File: config.mk
export PLATFORM = sky130hd
export DESIGN_NAME = issue_top
export DESIGN_NICKNAME = d
export VERILOG_FILES = /design/src/logic/issue_pkg.sv /design/src/logic/decode_if.sv /design/src/logic/decoder.sv /design/src/logic/scoreboard.sv /design/src/logic/issue_ctrl.sv /design/src/logic/issue_top.sv
export VERILOG_INCLUDE_DIRS = /design/src /design/src/logic
export SDC_FILE = /design/constraint.sdc
export NUM_CORES = 1
export LEC_CHECK = 0
export ABC_AREA = 1
export BUFFER_PORTS_ARGS = -buffer_cell sky130_fd_sc_hd__buf_4
export CAP_MARGIN = 20
export CORE_ASPECT_RATIO = 0.5
export CORE_MARGIN = 4
export CORE_UTILIZATION = 25
export DETAILED_ROUTE_END_ITERATION = 10
export SYNTH_ARGS = -nofsm -noshare
export SYNTH_HDL_FRONTEND = slang
export SYNTH_SLANG_ARGS = --single-unit
File: constraint.sdc
create_clock -name clk_i -period 9 [get_ports clk_i]
set_input_delay 1.35 -clock clk_i [delete_from_list [all_inputs] [get_ports clk_i]]
set_output_delay 1.35 -clock clk_i [all_outputs]
set_load 0.01 [all_outputs]
File: src/logic/issue_consts.svh
// opcode, funct7 and register-count macros for the issue stage
`ifndef ISSUE_CONSTS_SVH
`define ISSUE_CONSTS_SVH

// rv32i major opcodes, bits [6:0] of the instruction word

// register-immediate arithmetic
`define OP_OP_IMM 7'b0010011
// register-register arithmetic, also carries the M extension
`define OP_OP 7'b0110011
// load upper immediate
`define OP_LUI 7'b0110111
// add upper immediate to pc
`define OP_AUIPC 7'b0010111
// jump and link
`define OP_JAL 7'b1101111
// jump and link through register
`define OP_JALR 7'b1100111
// conditional branches
`define OP_BRANCH 7'b1100011
// loads of all widths
`define OP_LOAD 7'b0000011
// stores of all widths
`define OP_STORE 7'b0100011

// funct7 that selects multiply/divide inside OP
`define FUNCT7_MULDIV 7'b0000001

// architectural integer registers
`define NUM_REGS 32
// register address width, log2 of NUM_REGS
`define REG_AW 5

`endif

File: src/logic/issue_pkg.sv
// issue_pkg with the opcode enum, unit-flag struct and issue state enum
`default_nettype none

`include "issue_consts.svh"

package issue_pkg;

    // major opcodes the decoder knows about
    // anything else falls to the default branch and is illegal
    typedef enum logic [6:0] {
        OPC_OP_IMM = `OP_OP_IMM,
        OPC_OP     = `OP_OP,
        OPC_LUI    = `OP_LUI,
        OPC_AUIPC  = `OP_AUIPC,
        OPC_JAL    = `OP_JAL,
        OPC_JALR   = `OP_JALR,
        OPC_BRANCH = `OP_BRANCH,
        OPC_LOAD   = `OP_LOAD,
        OPC_STORE  = `OP_STORE
    } rv_opcode_e;

    // target units of one instruction
    // msb first in the order alu, lsu, mul, br
    typedef struct packed {
        // integer arithmetic
        logic alu;
        // load/store
        logic lsu;
        // multiplier
        logic mul;
        // branch / pc redirect
        logic br;
    } unit_flags_t;

    // one-entry issue register occupancy
    typedef enum logic {
        // nothing held, ready for a new word
        EMPTY = 1'b0,
        // a word is held and waits to issue or drop
        HELD  = 1'b1
    } issue_state_e;

endpackage

`default_nettype wire

File: src/logic/decode_if.sv
// decode_if carrying unit flags and register usage from decoder to issue control
`default_nettype none

`include "issue_consts.svh"

interface decode_if;

    // units the held word targets, all zero when illegal
    issue_pkg::unit_flags_t units;

    // raw register fields of the held word
    logic [`REG_AW-1:0] rs1_addr;
    logic [`REG_AW-1:0] rs2_addr;
    logic [`REG_AW-1:0] rd_addr;

    // which fields are really read or written
    logic uses_rs1;
    logic uses_rs2;
    logic writes_rd;

    // decoder side drives everything
    modport dec (
        output units, rs1_addr, rs2_addr, rd_addr,
        output uses_rs1, uses_rs2, writes_rd
    );

    // issue control only observes
    modport ctrl (
        input units, rs1_addr, rs2_addr, rd_addr,
        input uses_rs1, uses_rs2, writes_rd
    );

endinterface

`default_nettype wire

File: src/logic/decoder.sv
// decoder: combinational unit classification and register usage of one instruction
`default_nettype none

`include "issue_consts.svh"

module decoder (
    input  wire logic [31:0] inst_i,
    decode_if.dec            dec
);

    issue_pkg::rv_opcode_e  opcode;
    issue_pkg::unit_flags_t units;
    logic [6:0]             funct7;
    logic [2:0]             funct3;
    logic                   uses_rs1;
    logic                   uses_rs2;
    logic                   writes_rd;

    // unknown opcode values just miss every case item
    assign opcode = issue_pkg::rv_opcode_e'(inst_i[6:0]);
    assign funct7 = inst_i[31:25];
    assign funct3 = inst_i[14:12];

    // register fields sit at fixed positions in every format
    assign dec.rs1_addr = inst_i[19:15];
    assign dec.rs2_addr = inst_i[24:20];
    assign dec.rd_addr  = inst_i[11:7];

    always_comb begin
        // default: no unit, no register traffic
        units     = '0;
        uses_rs1  = 1'b0;
        uses_rs2  = 1'b0;
        writes_rd = 1'b0;
        case (opcode)
            // rs1 op imm -> rd
            issue_pkg::OPC_OP_IMM: begin
                units.alu = 1'b1;
                uses_rs1  = 1'b1;
                writes_rd = 1'b1;
            end
            // rs1 op rs2 -> rd, either plain alu or the multiplier
            issue_pkg::OPC_OP: begin
                if (funct7 == `FUNCT7_MULDIV) begin
                    // mul, mulh, mulhsu only
                    // mulhu, div and rem have no unit here
                    if (funct3 <= 3'd2) begin
                        units.mul = 1'b1;
                        uses_rs1  = 1'b1;
                        uses_rs2  = 1'b1;
                        writes_rd = 1'b1;
                    end
                end else begin
                    units.alu = 1'b1;
                    uses_rs1  = 1'b1;
                    uses_rs2  = 1'b1;
                    writes_rd = 1'b1;
                end
            end
            // upper immediate -> rd, no source
            issue_pkg::OPC_LUI,
            issue_pkg::OPC_AUIPC: begin
                units.alu = 1'b1;
                writes_rd = 1'b1;
            end
            // link address through the alu, target through the branch unit
            issue_pkg::OPC_JAL: begin
                units.alu = 1'b1;
                units.br  = 1'b1;
                writes_rd = 1'b1;
            end
            // same as jal but the target depends on rs1
            issue_pkg::OPC_JALR: begin
                units.alu = 1'b1;
                units.br  = 1'b1;
                uses_rs1  = 1'b1;
                writes_rd = 1'b1;
            end
            // compare rs1 with rs2, nothing written back
            issue_pkg::OPC_BRANCH: begin
                units.br = 1'b1;
                uses_rs1 = 1'b1;
                uses_rs2 = 1'b1;
            end
            // address from rs1, data -> rd
            issue_pkg::OPC_LOAD: begin
                units.lsu = 1'b1;
                uses_rs1  = 1'b1;
                writes_rd = 1'b1;
            end
            // address from rs1, data from rs2
            issue_pkg::OPC_STORE: begin
                units.lsu = 1'b1;
                uses_rs1  = 1'b1;
                uses_rs2  = 1'b1;
            end
            default: begin
                units = '0;
            end
        endcase
    end

    assign dec.units     = units;
    assign dec.uses_rs1  = uses_rs1;
    assign dec.uses_rs2  = uses_rs2;
    assign dec.writes_rd = writes_rd;

endmodule

`default_nettype wire

File: src/logic/scoreboard.sv
// scoreboard: per-register busy bits with set at issue and clear at writeback
`default_nettype none

`include "issue_consts.svh"

module scoreboard (
    input  wire logic              clk_i,
    input  wire logic              arst_n_i,
    // issue side, marks the destination busy
    input  wire logic              set_i,
    input  wire logic [`REG_AW-1:0] set_rd_i,
    // writeback side, releases a register
    input  wire logic              clr_i,
    input  wire logic [`REG_AW-1:0] clr_rd_i,
    // lookups for the held instruction
    input  wire logic [`REG_AW-1:0] rs1_i,
    input  wire logic [`REG_AW-1:0] rs2_i,
    input  wire logic [`REG_AW-1:0] rd_i,
    output logic                   rs1_busy_o,
    output logic                   rs2_busy_o,
    output logic                   rd_busy_o
);

    logic [`NUM_REGS-1:0] busy_q;
    logic [`NUM_REGS-1:0] busy_d;

    always_comb begin
        busy_d = busy_q;
        // clear first so a set on the same register overrides it
        if (clr_i) begin
            busy_d[clr_rd_i] = 1'b0;
        end
        if (set_i) begin
            busy_d[set_rd_i] = 1'b1;
        end
        // x0 is hardwired zero, never waited on
        busy_d[0] = 1'b0;
    end

    always_ff @(posedge clk_i or negedge arst_n_i) begin
        if (!arst_n_i) begin
            busy_q <= '0;
        end else begin
            busy_q <= busy_d;
        end
    end

    // lookups see the registered state only
    // a writeback becomes visible the cycle after its edge
    assign rs1_busy_o = busy_q[rs1_i];
    assign rs2_busy_o = busy_q[rs2_i];
    assign rd_busy_o  = busy_q[rd_i];

endmodule

`default_nettype wire

File: src/logic/issue_ctrl.sv
// issue_ctrl: one-entry issue register, hazard check, issue pulse and illegal drop
`default_nettype none

`include "issue_consts.svh"

module issue_ctrl (
    input  wire logic                    clk_i,
    input  wire logic                    arst_n_i,
    // instruction input
    input  wire logic                    inst_valid_i,
    input  wire logic [31:0]             inst_i,
    output logic                         inst_ready_o,
    // held word towards the decoder
    output logic [31:0]                  held_inst_o,
    decode_if.ctrl                       dec,
    // scoreboard lookups and update
    input  wire logic                    rs1_busy_i,
    input  wire logic                    rs2_busy_i,
    input  wire logic                    rd_busy_i,
    output logic                         set_o,
    output logic [`REG_AW-1:0]           set_rd_o,
    // issue strobe and payload
    output logic                         issue_valid_o,
    output issue_pkg::unit_flags_t       issue_units_o,
    output logic [`REG_AW-1:0]           issue_rs1_o,
    output logic [`REG_AW-1:0]           issue_rs2_o,
    output logic [`REG_AW-1:0]           issue_rd_o,
    output logic                         illegal_o
);

    issue_pkg::issue_state_e state_q;
    logic [31:0]             inst_q;
    logic                    held;
    logic                    legal;
    logic                    hazard;
    logic                    leave;
    logic                    accept;

    assign held  = (state_q == issue_pkg::HELD);
    // no unit flag means the word has nowhere to go
    assign legal = |dec.units;

    // raw on a source, waw on a real destination
    assign hazard = (dec.uses_rs1 && rs1_busy_i) ||
                    (dec.uses_rs2 && rs2_busy_i) ||
                    (dec.writes_rd && (dec.rd_addr != '0) && rd_busy_i);

    // illegal words carry no usage bits, so they leave at the first chance
    assign leave  = held && !hazard;
    assign accept = inst_valid_i && inst_ready_o;

    // the slot frees up in the same cycle the held word leaves
    assign inst_ready_o = !held || leave;

    always_ff @(posedge clk_i or negedge arst_n_i) begin
        if (!arst_n_i) begin
            state_q <= issue_pkg::EMPTY;
        end else if (accept) begin
            state_q <= issue_pkg::HELD;
        end else if (leave) begin
            state_q <= issue_pkg::EMPTY;
        end
    end

    // payload only, occupancy lives in state_q
    always_ff @(posedge clk_i) begin
        if (accept) begin
            inst_q <= inst_i;
        end
    end

    assign held_inst_o = inst_q;

    assign issue_valid_o = leave && legal;
    assign illegal_o     = leave && !legal;
    assign issue_units_o = dec.units;
    assign issue_rs1_o   = dec.rs1_addr;
    assign issue_rs2_o   = dec.rs2_addr;
    assign issue_rd_o    = dec.rd_addr;

    // only a real write to x1..x31 books the scoreboard
    assign set_o    = issue_valid_o && dec.writes_rd && (dec.rd_addr != '0);
    assign set_rd_o = dec.rd_addr;

endmodule

`default_nettype wire

File: src/logic/issue_top.sv
// issue_top: issue stage top level joining decoder, scoreboard and issue control
`default_nettype none

`include "issue_consts.svh"

module issue_top (
    input  wire logic              clk_i,
    input  wire logic              arst_n_i,
    // instruction input
    input  wire logic              inst_valid_i,
    input  wire logic [31:0]       inst_i,
    output logic                   inst_ready_o,
    // writeback release
    input  wire logic              wb_valid_i,
    input  wire logic [`REG_AW-1:0] wb_rd_i,
    // issue strobe with unit flags
    output logic                   issue_valid_o,
    output logic                   issue_alu_o,
    output logic                   issue_lsu_o,
    output logic                   issue_mul_o,
    output logic                   issue_br_o,
    output logic [`REG_AW-1:0]     issue_rs1_o,
    output logic [`REG_AW-1:0]     issue_rs2_o,
    output logic [`REG_AW-1:0]     issue_rd_o,
    // dropped word strobe
    output logic                   illegal_o
);

    issue_pkg::unit_flags_t issue_units;
    logic [31:0]            held_inst;
    logic                   rs1_busy;
    logic                   rs2_busy;
    logic                   rd_busy;
    logic                   sb_set;
    logic [`REG_AW-1:0]     sb_set_rd;

    decode_if dec_bus ();

    decoder u_decoder (
        .inst_i (held_inst),
        .dec    (dec_bus)
    );

    // lookups use the held word's fields straight from the decoder
    scoreboard u_scoreboard (
        .clk_i      (clk_i),
        .arst_n_i   (arst_n_i),
        .set_i      (sb_set),
        .set_rd_i   (sb_set_rd),
        .clr_i      (wb_valid_i),
        .clr_rd_i   (wb_rd_i),
        .rs1_i      (dec_bus.rs1_addr),
        .rs2_i      (dec_bus.rs2_addr),
        .rd_i       (dec_bus.rd_addr),
        .rs1_busy_o (rs1_busy),
        .rs2_busy_o (rs2_busy),
        .rd_busy_o  (rd_busy)
    );

    issue_ctrl u_issue_ctrl (
        .clk_i         (clk_i),
        .arst_n_i      (arst_n_i),
        .inst_valid_i  (inst_valid_i),
        .inst_i        (inst_i),
        .inst_ready_o  (inst_ready_o),
        .held_inst_o   (held_inst),
        .dec           (dec_bus),
        .rs1_busy_i    (rs1_busy),
        .rs2_busy_i    (rs2_busy),
        .rd_busy_i     (rd_busy),
        .set_o         (sb_set),
        .set_rd_o      (sb_set_rd),
        .issue_valid_o (issue_valid_o),
        .issue_units_o (issue_units),
        .issue_rs1_o   (issue_rs1_o),
        .issue_rs2_o   (issue_rs2_o),
        .issue_rd_o    (issue_rd_o),
        .illegal_o     (illegal_o)
    );

    // unit struct out as plain flags
    assign issue_alu_o = issue_units.alu;
    assign issue_lsu_o = issue_units.lsu;
    assign issue_mul_o = issue_units.mul;
    assign issue_br_o  = issue_units.br;

endmodule

`default_nettype wire

==> qor.csv <==
stage;metric;value;unit
sta;Max-Slew Margin vs Limit;59.3;%
floorplan;Initial Util;25.7;%
cells_and_area;# fillers;1619;
floorplan;io pins;63;
synth;synth unique cells;29;
floorplan;die width;186;um
cells_and_area;most frequent cells in the layout;141 x nand2_1, 81 x nor2_1, 69 x nand3_1;
grt;All-Layer GR Usage;13.6;%
sta;FMAX;0.265;GHz
setup_path;Crit. End Element;primary output;
clock_tree;root buffer cell;clkbuf_16;
synth;Synth Register Bits;64;
cells_and_area;Multi-input gate area;0.00180;mm^2
synth;Mapped Area;0.00398;mm^2
synth;Synth Net Count;574;
floorplan;area of the die;0.0181;mm^2
cells_and_area;Nets;615;
placed_design;routability cong.;0.917;
synth;Yosys top cell area share;24.2;%
setup_path;CP required;7650;ps
sta;final setup TNS;0;ps
floorplan;CORE AREA;0.0155;mm^2
power_and_ir_drop;Pleak;2.14;nW
cells_and_area;sequential cell area;0.00176;mm^2
sta;Setup WS post-layout;5220;ps
cells_and_area;share of cells above drive strength 1;16.6;%
cells_and_area;Antenna diodes;0;
detailed_routing;DRT iter0 DRCs;309;
grt;antenna violations before repair;0;
setup_path;WS Path Type;flip-flop to primary output;
floorplan;Die Y;97.2;um
synth;sequential share of the synthesized area;44.3;%
clock_tree;hold-fix buffer count after cts;0;
detailed_routing;DRC;0;
sta;worst-margin pin slew;609;ps
sta;crit share post-route;42.0;%
detailed_routing;Via density;4.78;
synth;top post-synthesis cells by area;edfxtp_1 24%, dfrtp_1 20%, nand2_1 13%;
clock_tree;Post-CTS Resized;0;
sta;Worst Skew;12.0;ps
synth;area leader, netlist;edfxtp_1;
synth;Ys Warns;0;
placed_design;pre-CTS setup slack;5220;ps
detailed_routing;First-pass DRT Iterations;5;
setup_path;CP Launch Type;flip-flop;
clock_tree;htree depth;3;
synth;synthesized netlist cell count;533;
setup_path;CP Max Fanout;18;
sta;worst hold slack;588;ps
clock_tree;clk buf depth;2;
sta;final count of hold timing violations;0;
power_and_ir_drop;Worst VDD drop;0.0843;mV
clock_tree;CTS tree;yes;
run;max cap viols;0;
sta;Final Setup Violations;0;
clock_tree;clock sink count;64;
detailed_routing;Antenna Nets Post-Route;0;
clock_tree;TritonCTS Buffers;9;
grt;total congestion overflow;0;
detailed_routing;Routed WL;12.3;mm
sta;Tmin final;3780;ps
setup_path;Critical Path AT;2430;ps
grt;first-pass GRT wire length;19.7;mm
floorplan;row cnt;32;
placed_design;HPWL Detailed;9.21;mm
sta;RSZ-0062 raised after global routing;false;
detailed_routing;Routed WL per cell;15.6;um
status;outcome;completed;
sta;Slew Limit Fails;0;
grt;vias in the first global route;3628;
clock_tree;worst skew pair latency;340;ps
detailed_routing;Vias;3742;
clock_tree;# Post-CTS Setup Buffers;0;
clock_tree;clock slew at the register clock pins of the worst setup and hold paths;50;ps
power_and_ir_drop;Power Dens Cells;188;mW/mm^2
placed_design;PortBufs;62;
cells_and_area;Syn-to-layout area delta;19.8;%
synth;Post-Syn Area per Cell;7.46;um^2
grt;largest net degree at the start of global routing;34;
worst_hold_path;Worst Hold Class;flip-flop to flip-flop;
cells_and_area;commonest non-fill, non-tap cell in the layout;nand2_1;
-- path summary, 6_finish.rpt --
check,from,end,slack [ps],cells after the start
worst max-delay path,u_issue_ctrl.held_inst_o[15],issue_valid_o,5220,11
worst max register to register,u_issue_ctrl.held_inst_o[15],u_issue_ctrl.held_inst_o[25],6230,11
worst min register to register,u_scoreboard.busy_q[13],u_scoreboard.busy_q[13],590,2
max in group asynchronous,arst_n_i,u_scoreboard.busy_q[27],7760,1
min in group asynchronous,arst_n_i,u_scoreboard.busy_q[2],940,1
worst min-delay path,u_scoreboard.busy_q[13],u_scoreboard.busy_q[13],590,2
-- through the flow --
stage               instances  total power, mW  instance area, um^2  util, %
floorplan                 533            0.509                 3980        -
finish                    783            0.895                 4760     30.7
global placement          764            0.575                 4440     28.7
detailed placement        765            0.577                 4460     28.8
global route              783            0.949                 4760     30.7
CTS                       781            0.901                 4720     30.5
-- critical path, stage by stage (launching register included) --
cell and delay [ps]:
edfxtp_1 720, inv_2 250, nand2_1 110, nand3_1 70
nand3_1 100, nand3_1 70, nand2_1 90, nand2_1 70
nand3_2 120, nand3_4 120, nor3b_1 210, buf_4 150
-- registers in the layout, summed over array words and instances, names as in the netlist --
| signal | count |
|---|---|
| u_issue_ctrl.held | 1 |
| u_issue_ctrl.held_inst_o | 32 |
| u_scoreboard.busy_q | 31 |
-- cells in the mapped netlist --
cell type and number:
a21o_1 1, a21oi_1 3, a21oi_2 1, buf_2 9
buf_4 19, buf_6 7, dfrtp_1 32, edfxtp_1 32
inv_1 38, inv_2 3, inv_4 1, nand2_1 141
nand2_2 2, nand2_4 1, nand3_1 69, nand3_2 3
nand3_4 1, nand4_1 31, nand4_2 1, nor2_1 81
nor2_2 1, nor2_4 1, nor3_1 11, nor3b_1 1
nor4_1 1, o21ai_0 33, o21ai_1 7, o21bai_1 1
or2_1 1
-- where the power goes --
| part | switching, mW | leakage (nW) | internal (mW) |
|---|---|---|---|
| logic | 0.0945 | 1.32 | 0.0656 |
| clock network | 0.133 | 0.133 | 0.185 |
| registers | 0.0659 | 0.691 | 0.351 |
-- layout make-up --
type,count,area share [%]
Multi-Input combinational cell,392,37.8
Sequential cell,64,37.0
Timing Repair Buffer,65,11.0
Tap cell,204,5.36
Clock buffer,10,4.81
Inverter,42,3.36
Clock inverter,6,0.735
-- metal layers --
| layer | global-route usage, % | wire, um |
|---|---|---|
| met5 | 0 | 0 |
| met4 | 4.77 | 334 |
| met3 | 3.91 | 997 |
| met2 | 20.8 | 5330 |
| met1 | 18.5 | 5590 |
-- cell families (layout without fill, tap and decap cells) --
| logic type | Yosys count | in the layout | share of synthesized area, % |
|---|---|---|---|
| AND/OR/NAND/NOR | 346 | 346 | 39.0 |
| buffers and inverters | 77 | 123 | 10.7 |
| flip-flops | 64 | 64 | 44.3 |
| AO/OA/AOI/OAI | 46 | 46 | 6.01 |
(Power assumes the default switching activity.)
